===== config.mk =====
export PLATFORM = sky130hd
export DESIGN_NAME = show_top
export DESIGN_NICKNAME = d
export VERILOG_FILES = /design/src/verilog/show_pkg.sv /design/src/verilog/show_if.sv /design/src/verilog/ms_timer.sv /design/src/verilog/cue_rom.sv /design/src/verilog/cue_sequencer.sv /design/src/verilog/light_mixer.sv /design/src/verilog/show_top.sv
export SDC_FILE = /design/constraint.sdc
export NUM_CORES = 1
export LEC_CHECK = 0
export ABC_AREA = 1
export CAP_MARGIN = 30
export CELL_PAD_IN_SITES_DETAIL_PLACEMENT = 2
export CELL_PAD_IN_SITES_GLOBAL_PLACEMENT = 2
export CORE_MARGIN = 1
export CORE_UTILIZATION = 38
export CTS_CLUSTER_DIAMETER = 120
export CTS_CLUSTER_SIZE = 16
export DETAILED_ROUTE_END_ITERATION = 10
export DONT_BUFFER_PORTS = 1
export PLACE_DENSITY_LB_ADDON = 0.05
export SLEW_MARGIN = 20
export SYNTH_ARGS = -nofsm -noshare
export SYNTH_HDL_FRONTEND = slang
export SYNTH_SLANG_ARGS = --single-unit

===== constraint.sdc =====
create_clock -name clk -period 4.25 [get_ports clk]
set_clock_uncertainty 0.15 [all_clocks]
set_input_delay 0.6375 -clock clk [delete_from_list [all_inputs] [get_ports clk]]
set_output_delay 0.6375 -clock clk [all_outputs]
set_load 0.02 [all_outputs]

===== src/verilog/show_pkg.sv =====
package show_pkg;

	localparam int CUE_W     = 14;
	localparam int CUE_IDX_W = 5;
	localparam int NUM_LAMPS = 8;
	localparam int NUM_CUES  = 23; // last entry is the final play cue

	typedef enum logic [2:0] {
		NOTE_WHOLE,
		NOTE_HALF,
		NOTE_QUARTER,
		NOTE_EIGHTH,
		NOTE_16TH,
		NOTE_32ND,
		NOTE_64TH,
		NOTE_PAUSE // half minus a sixteenth
	} note_t;

	typedef enum logic [1:0] {
		GATE_FULL,
		GATE_FIRST_16,
		GATE_FIRST_8,
		GATE_AFTER_8
	} gate_t;

	typedef struct packed {
		logic                 kind; // 0
		logic [NUM_LAMPS-1:0] mask;
		note_t                note;
		gate_t                gate;
	} play_cue_t;

	typedef struct packed {
		logic                         kind; // 1
		logic [CUE_IDX_W-1:0]         target;
		logic [3:0]                   count;
		logic [CUE_W-CUE_IDX_W-6:0]   unused;
	} repeat_cue_t;

	typedef union packed {
		play_cue_t   play;
		repeat_cue_t rpt;
	} cue_word_t;

	// lamps lit for a mask under a gate, t_ms into the step
	function automatic logic [NUM_LAMPS-1:0] gated_mask(
		input logic [NUM_LAMPS-1:0] mask,
		input gate_t                gate,
		input logic [15:0]          t_ms,
		input logic [15:0]          bound_ms
	);
		logic [NUM_LAMPS-1:0] m;
		case (gate)
			GATE_FULL:                   m = mask;
			GATE_FIRST_16, GATE_FIRST_8: m = (t_ms < bound_ms) ? mask : '0;
			default:                     m = (t_ms > bound_ms) ? mask : '0;
		endcase
		return m;
	endfunction

endpackage


===== src/verilog/show_if.sv =====
`timescale 1ns/10ps

interface show_if;
	import show_pkg::*;

	logic [15:0]          dur_ms;
	logic                 restart;
	logic [15:0]          elapsed_ms;
	logic                 step_end;
	logic [NUM_LAMPS-1:0] lamp_mask;
	gate_t                gate;
	logic                 lamps_on;
	logic [15:0]          gate_ms; // gate boundary

	modport seq (
		output dur_ms, restart, lamp_mask, gate, lamps_on, gate_ms,
		input  step_end
	);

	modport tmr (
		output elapsed_ms, step_end,
		input  dur_ms, restart
	);

	modport mix (
		input lamp_mask, gate, lamps_on, gate_ms, elapsed_ms
	);

endinterface


===== src/verilog/ms_timer.sv =====
`timescale 1ns/10ps

module ms_timer #(
	parameter int CLKS_PER_MS = 50000
) (
	input  logic clk,
	input  logic rst_n,
	show_if.tmr  step
);

	localparam int PRE_W = (CLKS_PER_MS > 1) ? $clog2(CLKS_PER_MS) : 1;
	localparam logic [PRE_W-1:0] PRE_LAST = PRE_W'(CLKS_PER_MS - 1);

	logic [PRE_W-1:0] presc;
	logic             tick;

	assign tick = (presc == PRE_LAST);

	// millisecond prescaler
	always_ff @(posedge clk, negedge rst_n) begin
		if (!rst_n)
			presc <= '0;
		else if (step.restart || tick)
			presc <= '0;
		else
			presc <= presc + 1'b1;
	end

	always_ff @(posedge clk, negedge rst_n) begin
		if (!rst_n)
			step.elapsed_ms <= '0;
		else if (step.restart)
			step.elapsed_ms <= '0;
		else if (tick)
			step.elapsed_ms <= step.elapsed_ms + 16'd1;
	end

	// sequencer restarts on this, so it lasts one clock
	assign step.step_end = (step.elapsed_ms == step.dur_ms);

endmodule


===== src/verilog/cue_rom.sv =====
`timescale 1ns/10ps

module cue_rom (
	input  logic [show_pkg::CUE_IDX_W-1:0] index,
	output show_pkg::cue_word_t            cue
);
	import show_pkg::*;

	function automatic cue_word_t cue_play(
		input logic [NUM_LAMPS-1:0] m,
		input note_t                n,
		input gate_t                g
	);
		cue_word_t w;
		w.play = '{kind: 1'b0, mask: m, note: n, gate: g};
		return w;
	endfunction

	function automatic cue_word_t cue_repeat(
		input logic [CUE_IDX_W-1:0] t,
		input logic [3:0]           c
	);
		cue_word_t w;
		w.rpt = '{kind: 1'b1, target: t, count: c, unused: '0};
		return w;
	endfunction

	always_comb begin
		case (index)
			5'd0:  cue = cue_play(8'h02, NOTE_WHOLE, GATE_FULL); // intro
			5'd1:  cue = cue_play(8'h10, NOTE_WHOLE, GATE_FULL);
			5'd2:  cue = cue_play(8'h04, NOTE_WHOLE, GATE_FULL);
			5'd3:  cue = cue_play(8'h08, NOTE_WHOLE, GATE_FULL);
			5'd4:  cue = cue_play(8'h02, NOTE_HALF, GATE_FULL);
			5'd5:  cue = cue_play(8'h04, NOTE_HALF, GATE_FULL);
			5'd6:  cue = cue_play(8'h08, NOTE_HALF, GATE_FULL);
			5'd7:  cue = cue_play(8'h10, NOTE_HALF, GATE_FULL);
			// building chords
			5'd8:  cue = cue_play(8'h02, NOTE_QUARTER, GATE_FULL);
			5'd9:  cue = cue_play(8'h06, NOTE_QUARTER, GATE_FULL);
			5'd10: cue = cue_play(8'h0e, NOTE_QUARTER, GATE_FULL);
			5'd11: cue = cue_play(8'h1e, NOTE_QUARTER, GATE_FULL);
			5'd12: cue = cue_play(8'h40, NOTE_16TH, GATE_FULL); // bass drop
			5'd13: cue = cue_play(8'h00, NOTE_16TH, GATE_FULL);
			5'd14: cue = cue_repeat(5'd12, 4'd1);
			5'd15: cue = cue_play(8'h40, NOTE_32ND, GATE_FULL);
			5'd16: cue = cue_play(8'h00, NOTE_32ND, GATE_FULL);
			5'd17: cue = cue_repeat(5'd15, 4'd3);
			5'd18: cue = cue_play(8'h00, NOTE_PAUSE, GATE_FULL);
			// gated phrase, lamp 7 is the accent
			5'd19: cue = cue_play(8'h58, NOTE_QUARTER, GATE_FIRST_16);
			5'd20: cue = cue_play(8'h06, NOTE_QUARTER, GATE_FULL);
			5'd21: cue = cue_play(8'h98, NOTE_QUARTER, GATE_FIRST_8);
			5'd22: cue = cue_play(8'h46, NOTE_QUARTER, GATE_AFTER_8);
			default: cue = cue_play(8'h00, NOTE_QUARTER, GATE_FULL);
		endcase
	end

endmodule


===== src/verilog/cue_sequencer.sv =====
`timescale 1ns/10ps

module cue_sequencer #(
	parameter int QUARTER_MS     = 429,
	parameter int START_DELAY_MS = 2000
) (
	input  logic clk,
	input  logic rst_n,
	input  logic go,
	output logic finished,
	show_if.seq  step
);
	import show_pkg::*;

	localparam logic [2:0] S_IDLE  = 3'd0;
	localparam logic [2:0] S_DELAY = 3'd1;
	localparam logic [2:0] S_PLAY  = 3'd2;
	localparam logic [2:0] S_HOLD  = 3'd3;
	localparam logic [2:0] S_DONE  = 3'd4;

	localparam logic [15:0] Q_MS     = 16'(QUARTER_MS);
	localparam logic [15:0] START_MS = 16'(START_DELAY_MS);
	localparam logic [CUE_IDX_W-1:0] LAST_CUE = CUE_IDX_W'(NUM_CUES - 1);

	logic [2:0]           state, state_nxt;
	logic [CUE_IDX_W-1:0] cue_idx, cue_idx_nxt;
	logic [3:0]           loop_cnt, loop_cnt_nxt;
	cue_word_t            cue;
	logic [15:0]          note_ms;
	logic [15:0]          gate_ms;
	logic [NUM_LAMPS-1:0] end_mask; // what the last play step showed at its end

	cue_rom u_rom (
		.index(cue_idx),
		.cue  (cue)
	);

	always_comb begin
		case (cue.play.note)
			NOTE_WHOLE:   note_ms = Q_MS * 16'd4;
			NOTE_HALF:    note_ms = Q_MS * 16'd2;
			NOTE_QUARTER: note_ms = Q_MS;
			NOTE_EIGHTH:  note_ms = Q_MS / 16'd2;
			NOTE_16TH:    note_ms = Q_MS / 16'd4;
			NOTE_32ND:    note_ms = Q_MS / 16'd8;
			NOTE_64TH:    note_ms = Q_MS / 16'd16;
			default:      note_ms = Q_MS * 16'd2 - Q_MS / 16'd4;
		endcase
	end

	always_comb begin
		case (cue.play.gate)
			GATE_FIRST_16:              gate_ms = Q_MS / 16'd4;
			GATE_FIRST_8, GATE_AFTER_8: gate_ms = Q_MS / 16'd2;
			default:                    gate_ms = '0;
		endcase
	end

	always_comb begin
		state_nxt      = state;
		cue_idx_nxt    = cue_idx;
		loop_cnt_nxt   = loop_cnt;
		step.restart   = 1'b0;
		step.dur_ms    = note_ms;
		step.lamp_mask = cue.play.mask;
		step.gate      = cue.play.gate;
		step.gate_ms   = gate_ms;
		step.lamps_on  = 1'b0;
		case (state)
			S_IDLE: begin
				step.restart = 1'b1;
				if (go) begin
					state_nxt    = S_DELAY;
					cue_idx_nxt  = '0;
					loop_cnt_nxt = '0;
				end
			end
			S_DELAY: begin
				step.dur_ms = START_MS;
				if (step.step_end) begin
					step.restart = 1'b1;
					state_nxt    = S_PLAY;
				end
			end
			S_PLAY: begin
				step.lamps_on = 1'b1;
				if (!cue.play.kind) begin
					if (step.step_end) begin
						step.restart = 1'b1;
						if (cue_idx == LAST_CUE)
							state_nxt = S_HOLD;
						else
							cue_idx_nxt = cue_idx + 1'b1;
					end
				end else begin
					// repeat cue, one clock, lamps frozen
					step.restart   = 1'b1;
					step.dur_ms    = '1;
					step.lamp_mask = end_mask;
					step.gate      = GATE_FULL;
					if (loop_cnt < cue.rpt.count) begin
						loop_cnt_nxt = loop_cnt + 1'b1;
						cue_idx_nxt  = cue.rpt.target;
					end else begin
						loop_cnt_nxt = '0;
						cue_idx_nxt  = cue_idx + 1'b1;
					end
				end
			end
			S_HOLD: begin
				step.lamps_on  = 1'b1;
				step.dur_ms    = Q_MS;
				step.lamp_mask = '1; // all on
				step.gate      = GATE_FULL;
				if (step.step_end) begin
					step.restart = 1'b1;
					state_nxt    = S_DONE;
				end
			end
			S_DONE: begin
				step.restart = 1'b1;
				state_nxt    = S_IDLE;
			end
			default: state_nxt = S_IDLE;
		endcase
	end

	always_ff @(posedge clk, negedge rst_n) begin
		if (!rst_n) begin
			state    <= S_IDLE;
			cue_idx  <= '0;
			loop_cnt <= '0;
		end else begin
			state    <= state_nxt;
			cue_idx  <= cue_idx_nxt;
			loop_cnt <= loop_cnt_nxt;
		end
	end

	always_ff @(posedge clk) begin
		if (state == S_PLAY && !cue.play.kind)
			end_mask <= gated_mask(cue.play.mask, cue.play.gate, note_ms, gate_ms);
	end

	assign finished = (state == S_DONE);

endmodule


===== src/verilog/light_mixer.sv =====
`timescale 1ns/10ps

module light_mixer (
	input  logic                           clk,
	input  logic                           rst_n,
	show_if.mix                            step,
	output logic [show_pkg::NUM_LAMPS-1:0] lamps
);
	import show_pkg::*;

	logic [NUM_LAMPS-1:0] lamps_nxt;

	// dark outside play and hold
	assign lamps_nxt = step.lamps_on ?
		gated_mask(step.lamp_mask, step.gate, step.elapsed_ms, step.gate_ms) : '0;

	always_ff @(posedge clk, negedge rst_n) begin
		if (!rst_n)
			lamps <= '0;
		else
			lamps <= lamps_nxt;
	end

endmodule


===== src/verilog/show_top.sv =====
`timescale 1ns/10ps

module show_top #(
	parameter int CLKS_PER_MS    = 50000,
	parameter int QUARTER_MS     = 429, // 140 bpm
	parameter int START_DELAY_MS = 2000
) (
	input  logic                           clk,
	input  logic                           rst_n,
	input  logic                           go,
	output logic                           finished,
	output logic [show_pkg::NUM_LAMPS-1:0] lamps
);

	show_if step_bus ();

	ms_timer #(
		.CLKS_PER_MS(CLKS_PER_MS)
	) u_timer (
		.clk  (clk),
		.rst_n(rst_n),
		.step (step_bus.tmr)
	);

	cue_sequencer #(
		.QUARTER_MS    (QUARTER_MS),
		.START_DELAY_MS(START_DELAY_MS)
	) u_seq (
		.clk     (clk),
		.rst_n   (rst_n),
		.go      (go),
		.finished(finished),
		.step    (step_bus.seq)
	);

	light_mixer u_mix (
		.clk  (clk),
		.rst_n(rst_n),
		.step (step_bus.mix),
		.lamps(lamps)
	);

endmodule


# == After elaboration in Yosys (flattened, before gate mapping) ==
# Memories as Yosys holds them, arrays and structs flattened.
# Cells that the tools add are included.
# op_classes
reduce_logical,18
add_sub_neg,4
n_eq_ne,27
order_cmp,5
mux,39
# op_table
operator,count
case mux 11 bit (7 select lines),1
2-to-1 mux 16 bit,4
case mux 8 bit (2 select lines),4
2-to-1 mux 8 bit,6
case mux 16 bit (3 select lines),1
adder 16 x 1 -> 16 bit (second input constant),2
2-to-1 mux 5 bit,5
2-to-1 mux 3 bit,6
equality test 16 bit,1
equality test 16 bit (second input constant),1
greater-than comparator 16 x 8 -> 1 bit,1
less-than comparator 16 x 8 -> 1 bit,1
equality test 3 x 2 -> 1 bit (second input constant),4
equality test 3 bit (second input constant),4
2-to-1 mux 4 bit,3
case mux 3 bit (4 select lines),1
OR reduction 2 bit,6
greater-than comparator 11 x 8 -> 1 bit,1
less-than comparator 11 x 8 -> 1 bit,1
inequality test 2 bit (second input constant),5
case mux 5 bit (2 select lines),1
case mux 4 bit (2 select lines),1
equality test 2 bit (second input constant),3
equality test 3 x 1 -> 1 bit (second input constant),2
20 further kinds,28
# totals
word_cells,101
regBits,60
mem_bits_ro,448
n_memories,1
# memory_table
name,words,width,read_ports,rd_ports_with_merged_regs,write_ports,line,text
(no name shown),32,14,1,0,0,cue_rom.sv:29,case (index)

# == Depth between registers and ports, before layout ==
# Gate-level depths: netlist of the first run.
# An unclocked memory read counts as a cell.
# logic_depth
ltp_word,11
mapped_depth,23

# == Modules after synthesis ==
# Synthesis of the first run repeated with hierarchy kept, for this count alone.
# hier_totals
hier_cells,770
area_unflattened_um2,5320.1
# modules_own_cells
module,seq_area_each_um2,cells_each,area_each_um2,n_inst
ms_timer,800.8,300,2143.3,1
cue_sequencer,540.5,300,2079.5,1
light_mixer,200.2,105,757.0,1
cue_rom,0.0,65,340.3,1

# == Worst setup path before layout of the first run ==
# Ideal clock, no wire load.
# synth_timing
path_type,reg2reg
startpoint,register u_seq.cue_idx[0]
endpoint,register u_seq.end_mask[7] (data pin)
path_buffers,0
t_required_ps,3839
arrival_time_ps,3066
slack_ps,773
path_stages_with_launch,22
cell_sequence,dfrtp_1 inv_1 ha_1 nand2_1 inv_1 nor2_1 nor2_1 inv_1 ha_1 nor2_1 ha_1 a21oi_1 o21ai_0 a21o_1 a21oi_1 o21ai_0 nand2_1 nand2_1 o21ai_0 nand2_1 nand2_1 nor3_1
# synth_via
elab_chain_cells,7
# synth_rtl
item,line,text
"start, declared",cue_sequencer.sv:26,"logic [CUE_IDX_W-1:0] cue_idx, cue_idx_nxt;"
"start signal, assigned",cue_sequencer.sv:135,cue_idx <= cue_idx_nxt;
memory (32 x 14 bit) *,--,
equality test 2 bit (on tied branches),"cue_sequencer.sv:52, show_pkg.sv:53",
OR reduction 2 bit,cue_sequencer.sv:52,case (cue.play.gate)
case mux 8 bit (2 select lines),cue_sequencer.sv:52,
greater-than comparator 11 x 8 -> 1 bit / less-than comparator 11 x 8 -> 1 bit (equally long branches),"show_pkg.sv:56, show_pkg.sv:55",
2-to-1 mux 8 bit (on tied branches),"show_pkg.sv:56, show_pkg.sv:55",
case mux 8 bit (2 select lines) *,show_pkg.sv:53,case (gate)
"end signal, assigned",cue_sequencer.sv:142,"end_mask <= gated_mask(cue.play.mask, cue.play.gate, note_ms, gate_ms);"
"end, declared",cue_sequencer.sv:31,logic [NUM_LAMPS-1:0] end_mask;
# Every way passes the cells marked *; elsewhere a longest branch is shown, timed or not.
# A chain may end at the register's enable or synchronous reset.

# == Final worst setup path of the first run ==
# layout_timing
startpoint,register u_seq.cue_idx[0]
endpoint,register u_seq.end_mask[1] (data pin)
# Same word-level chain as after synthesis.

==> impl_metrics.py, run 1 <==
metrics = {
    "floorplan": {
        "die_y_um": 111.2,
        "fp.dieArea_um2": 12370,
        "core_area_um2": 11520,
        "rows": 39,
        "ios": 12,
        "start_util_pct": 39.35,
        "die_x_um": 111.2,
    },
    "grt": {
        "grt_max_degree": 53,
        "grt_pass1_vias": 4509,
        "overflow": 0,
        "gr-usage-all-layers_pct": 24.10,
        "antenna_found_initial": 0,
        "grt_pass1_wl_mm": 23.00,
    },
    "synthesis": {
        "yosys.area.top_type": "dfrtp_1",
        "ys_top_cells_by_area": "dfrtp_1, nand2_1, ha_1",
        "syn_area_um2": 4532,
        "synthMostInstantiatedCell": "nand2_1",
        "synth-main-ff-cell": "dfrtp_1",
        "yosysSeqAreaShare_pct": 34.01,
        "synth_cell_type_count": 43,
        "ys_async_sr_fraction_pct": 86.67,
        "synth_top_area_share_pct": 28.71,
        "syn_nets": 643,
        "synth_common_cells": "nand2_1, nor2_1, inv_1",
        "yosys_warnings": 0,
        "syn_avg_cell_area_um2": 7.528,
        "synth_edf_count": 8,
        "syn_inst": 602,
        "ys_seq_elements": 60,
    },
    "run": {
        "max_cap_violations": 0,
    },
    "pwr": {
        "p_leak_nw": 2.387,
        "irDropWorstVdd_uv": 190.3,
        "powerDensity_nw_per_um2": 266.2,
    },
    "layout": {
        "area_delta_synth_final_pct": 10.24,
        "nNetsFinal": 650,
        "ff_latch_area_um2": 1541,
        "n_antenna_cell": 0,
        "final_layout_size_suffix_gt1_share_pct": 11.56,
        "multiInputGateArea_um2": 2613,
        "fill_cells": 1377,
        "layout.cells.non_filler": 757,
    },
    "place": {
        "placed_cells": 740,
        "dp_hpwl_mm": 10.47,
        "io_buffer_count": 0,
        "gp_congestion": 0.8011,
    },
    "setup_path": {
        "r2r_start": "u_seq.cue_idx[0]",
        "r2r_slack_ns": 0.50,
        "worstPathMaxFanout": 9,
        "crit_arrival_ns": 3.67,
        "timing.rr.end": "u_seq.end_mask[1]",
        "r2r_cells": 21,
        "critPathLaunchType": "register",
        "required_ns": 4.17,
        "crit_path_end_kind": "register",
        "crit_type": "reg2reg",
    },
    "sta": {
        "worstMarginPinSlew_ns": 0.6037,
        "clock.fmax_mhz": 266.7,
        "max_slew_margin_pct": 59.75,
        "worst_hold_slack_ns": -0.008082,
        "setup_viol": 0,
        "finalHoldViolCount": 9,
        "grt_setup_unrepaired": "no",
        "period_share_pct": 88.23,
        "period_needed_ns": 3.750,
        "slew_viol_final": 0,
        "fin_tns_setup_ns": 0,
    },
    "route": {
        "first_pass_iters": 7,
        "dr_total_vias": 4014,
        "ant_nets": 0,
        "drt-initial-drc-count": 122,
        "drt-total-wl_mm": 13.40,
        "avgRoutedWirePerCell_um": 17.71,
        "avgViaCountPerCell": 5.303,
        "drcViolationCount": 4,
    },
    "clock_tree": {
        "path_clk_slew_ns": 0.05,
        "htree_num_levels": 3,
        "root_buffer": "clkbuf_16",
        "clk_latency_ns": 0.34,
        "cts_buffers": 9,
        "post_cts_buffers": 0,
        "clockBufferDepth": 2,
        "cts_tree": "done",
        "cts_sinks": 60,
    },
    "status": {
        "outcome": "complete, but fails checks",
        "violations": "DRC, hold timing",
    },
    "worst_hold_path": {
        "holdCritPathClass": "in2async",
    },
}
## stage by stage
step                      hold WS [ns]  instance area (µm²)  setup slack [ns]  power, mW  util (%)
after floorplan                 0.1919                 4532            0.7734     0.5914         -
after detailed placement        0.1930                 4666            0.3818     0.5913     40.52
after global routing          0.008043                 4996           0.05208      1.371     43.38
after global placement          0.1930                 4666            0.6059     0.5913     40.52
after CTS                     0.008025                 4989            0.3588      1.345     43.32
final                        -0.008082                 4996            0.5002      1.330     43.38
## power breakdown
group	internal, mW	leakage (nW)	total, mW	switching, mW
clock network	0.469	0.143	0.736	0.267
logic	0.00273	1.50	0.0127	0.00993
registers	0.581	0.746	0.581	0
## layout make-up
cell class,instances,area share [%]
Timing Repair Buffer,5,1.152
Clock inverter,4,0.9767
Tap cell,143,3.581
Clock buffer,12,4.934
Inverter,82,6.211
Sequential cell,60,30.85
Multi-Input combinational cell,451,52.29
## layer usage
metal  share of wire (%)  global-route usage, %
met4                 1.6                  9.009
met2                  52                  43.08
met3                 1.5                  3.280
met1                  45                  29.28
met5                   0                      0
## logic make-up (layout without fill, tap and decap cells)
logic type      count (synthesis)  in the layout  share of synthesized area (%)
compound gates                 66             66                          8.835
buf+inv                        91            103                          8.503
fa+ha+maj                      38             38                          10.49
xor+xnor                       19             19                          3.672
simple gates                  328            328                          34.48
flops                          60             60                          34.01
## worst max-delay path by stage
stage / endpoint / cells after the start / from / slack (ns)
finish: u_seq.end_mask[1] / 21 / u_seq.cue_idx[0] / 0.50
global route: u_seq.end_mask[1] / 21 / u_seq.cue_idx[0] / 0.05
CTS: u_seq.end_mask[7] / 21 / u_seq.cue_idx[0] / 0.36
detailed placement: u_seq.end_mask[7] / 21 / u_seq.cue_idx[0] / 0.38
global placement: u_mix.lamps[1] / 21 / u_seq.cue_idx[0] / 0.61
floorplan: u_seq.end_mask[7] / 21 / u_seq.cue_idx[0] / 0.77
## critical path, cell delays in order (launching register included)
cell     delay, ns
dfrtp_1       0.48
inv_1         0.18
ha_2          0.25
nand2_1       0.08
inv_1         0.12
nor2_1        0.06
nor2_1        0.18
inv_1         0.13
ha_1          0.23
nor2_1        0.14
ha_1          0.27
a21oi_1       0.14
o21ai_0       0.11
a21o_1        0.16
a21oi_1       0.11
o21ai_0       0.08
nand2_1       0.07
nand2_1       0.06
o21ai_0       0.16
nand2_1       0.09
nand2_2       0.15
nor2_1        0.06
## state kept, by name, summed over array words and instances, names as in the netlist
signal                   flops
u_timer.presc               16
u_timer.step.elapsed_ms     16
u_mix.lamps                  8
u_seq.end_mask               8
u_seq.cue_idx                5
u_seq.loop_cnt               4
u_seq.state                  3
## cell usage in the layout, fill, tap and decap left out, types with 2 or more instances in the layout
cell type  count
a211oi_1       3
a21o_1         2
a21oi_1       16
a31oi_1        2
buf_4          4
clkbuf_1       2
clkbuf_16      9
dfrtp_1       52
edfxtp_1       8
ha_1          37
inv_1         77
inv_2          4
inv_4          2
nand2_1      131
nand2_2       12
nand2_4        8
nand3_1       40
nand3_2        6
nand3_4        2
nand3b_1       3
nand4_1       12
nor2_1        82
nor2_2        13
nor2_4         2
nor3_1        12
nor4_1         3
o211ai_1       3
o21ai_0       21
o21ai_1        3
o21bai_1       2
o22ai_1        7
o31ai_1        2
xnor2_1        5
xor2_1        14
## timing repair
action | CTS | global route
hold endpoints to repair | 52 | 0
setup endpoints to repair | 0 | 11
hold buffers | 1 | 0
resized for setup | 0 | 3
No activity file was read; power rests on OpenSTA's default activity.
==> run 2: changes to the inputs <==
REMOVE_ABC_BUFFERS = 1   (was not set)
==> impl_metrics.py, run 2 (same netlist as run 1, synthesis figures left out) <==
metrics = {
    "layout": {
        "multiInputGateArea_um2": 2608,
        "fill_cells": 1348,
        "final_layout_size_suffix_gt1_share_pct": 11.71,
        "layout_commonest_cell": "nand2_1",
        "largest_registers": "u_timer.presc (16), u_timer.step.elapsed_ms (16)",
        "n_antenna_cell": 0,
        "finalInstanceArea_um2": 4995,
        "area_delta_synth_final_pct": 10.22,
        "final_cell_mix": "nand2_1, nor2_1, inv_1",
        "nNetsFinal": 651,
        "ff_latch_area_um2": 1544,
    },
    "sta": {
        "period_needed_ns": 3.981,
        "finalHoldViolCount": 0,
        "slew_viol_final": 0,
        "period_share_pct": 93.68,
        "max_slew_margin_pct": 58.05,
        "clock.fmax_mhz": 251.2,
        "grt_setup_unrepaired": "no",
        "setup_viol": 0,
        "fin_tns_setup_ns": 0,
        "worstMarginPinSlew_ns": 0.6270,
    },
    "grt": {
        "grt_max_degree": 53,
        "overflow": 0,
        "grt_pass1_wl_mm": 23.29,
        "gr-usage-all-layers_pct": 24.16,
        "antenna_found_initial": 0,
        "grt_pass1_vias": 4486,
    },
    "clock_tree": {
        "post_cts_buffers": 0,
        "clockBufferDepth": 2,
        "root_buffer": "clkbuf_16",
        "cts_sinks": 60,
        "cts_buffers": 9,
        "path_clk_slew_ns": 0.06,
        "htree_num_levels": 3,
        "cts_tree": "done",
        "clk_latency_ns": 0.34,
    },
    "floorplan": {
        "ios": 12,
        "start_util_pct": 39.35,
        "rows": 39,
        "fp.dieArea_um2": 12370,
        "die_x_um": 111.2,
        "core_area_um2": 11520,
        "die_y_um": 111.2,
    },
    "pwr": {
        "powerDensity_nw_per_um2": 263.9,
        "irDropWorstVdd_uv": 193.3,
        "p_leak_nw": 2.388,
    },
    "setup_path": {
        "crit_type": "reg2reg",
        "required_ns": 4.32,
        "max_stage_delay_ns": 0.47,
        "worstPathMaxFanout": 9,
        "crit_family": "simple AND/OR/NAND/NOR gates",
        "crit_chain": "inv_1 -> ha_2 -> nand2_1 -> inv_1 -> nor2_1 -> nor2_1 -> inv_1 -> ha_1 -> nor2_1 -> buf_4 -> ha_1 -> nand2_1 -> o21ai_0 -> nand2_1 -> o2111ai_1 -> nor2_1 -> o21bai_1 -> and2_0 -> nor2_1 -> inv_1 -> a211oi_1",
        "crit_arrival_ns": 4.05,
        "critPathBufInv": 5,
        "critPathMostFrequentCell": "nor2_1",
        "critPathSlowestCell": "dfrtp_2",
        "crit_path_end_kind": "register",
        "critPathLaunchType": "register",
    },
    "route": {
        "drt-total-wl_mm": 13.67,
        "ant_nets": 0,
        "avgRoutedWirePerCell_um": 18.03,
        "drt-initial-drc-count": 173,
        "dr_total_vias": 4035,
        "avgViaCountPerCell": 5.323,
        "first_pass_iters": 7,
        "drcViolationCount": 7,
    },
    "status": {
        "violations": "DRC",
        "outcome": "complete, but fails checks",
    },
    "place": {
        "gp_congestion": 0.8386,
        "dpl-instance-area_um2": 4677,
        "dp_hpwl_mm": 10.44,
        "io_buffer_count": 0,
    },
    "run": {
        "max_cap_violations": 0,
    },
    "worst_hold_path": {
        "holdCritPathClass": "in2async",
    },
}
## run 2: report_power, final
part           internal, mW  switching, mW
Clock                 0.451          0.274
Sequential            0.581              0
Combinational       0.00272        0.00994
Total                  1.03          0.284
## run 2: path summary, 6_finish.rpt
check,endpoint,depth (start not counted),slack [ns],from
setup / recovery,u_mix.lamps[1],21,0.27,u_seq.cue_idx[0]
hold / removal,u_mix.lamps[4],1,0.003,rst_n
hold reg to reg,u_timer.presc[0],1,0.31,u_timer.presc[0]
min in group clk,u_timer.presc[0],1,0.31,u_timer.presc[0]
setup reg to reg,u_mix.lamps[1],21,0.27,u_seq.cue_idx[0]
max in group asynchronous,u_timer.presc[5],1,3.69,rst_n
## run 2: through the flow
| step | total power [mW] | cells | hold slack [ns] | setup slack [ns] | utilization, % |
|---|---|---|---|---|---|
| floorplan | 0.5914 | 593 | 0.1919 | 0.7608 | - |
| global placement | 0.5913 | 740 | 0.1930 | 0.5217 | 40.52 |
| detailed placement | 0.5913 | 741 | 0.1930 | 0.2797 | 40.61 |
| CTS | 1.338 | 758 | 0.01586 | 0.1652 | 43.33 |
| global route | 1.358 | 758 | 0.02925 | 0.0004894 | 43.37 |
| finish | 1.318 | 758 | 0.003167 | 0.2686 | 43.37 |
## run 2: repair_timing
item,CTS,global route
gates resized for setup,0,3
hold endpoints to repair,52,0
endpoints found under the setup margin,0,3
hold buffers,1,0
## run 2: final cells by class
| type | instances | area share, % |
|---|---|---|
| clock buffer | 11 | 4.659 |
| inverter | 82 | 6.212 |
| multi-input combinational | 451 | 52.20 |
| timing repair buffer | 6 | 1.378 |
| clock inverter | 5 | 1.052 |
| sequential | 60 | 30.91 |
| tap | 143 | 3.582 |
## run 2: metal layers
| metal | part of all wire, % | global-route usage, % | vias up | routed length (µm) |
|---|---|---|---|---|
| li1 | - | - | 1970 | - |
| met1 | 49 | 30.81 | 2015 | 6753 |
| met2 | 48 | 41.88 | 35 | 6493 |
| met3 | 1.6 | 3.335 | 15 | 221 |
| met4 | 1.5 | 7.928 | 0 | 201 |
| met5 | 0 | 0 | - | 0 |
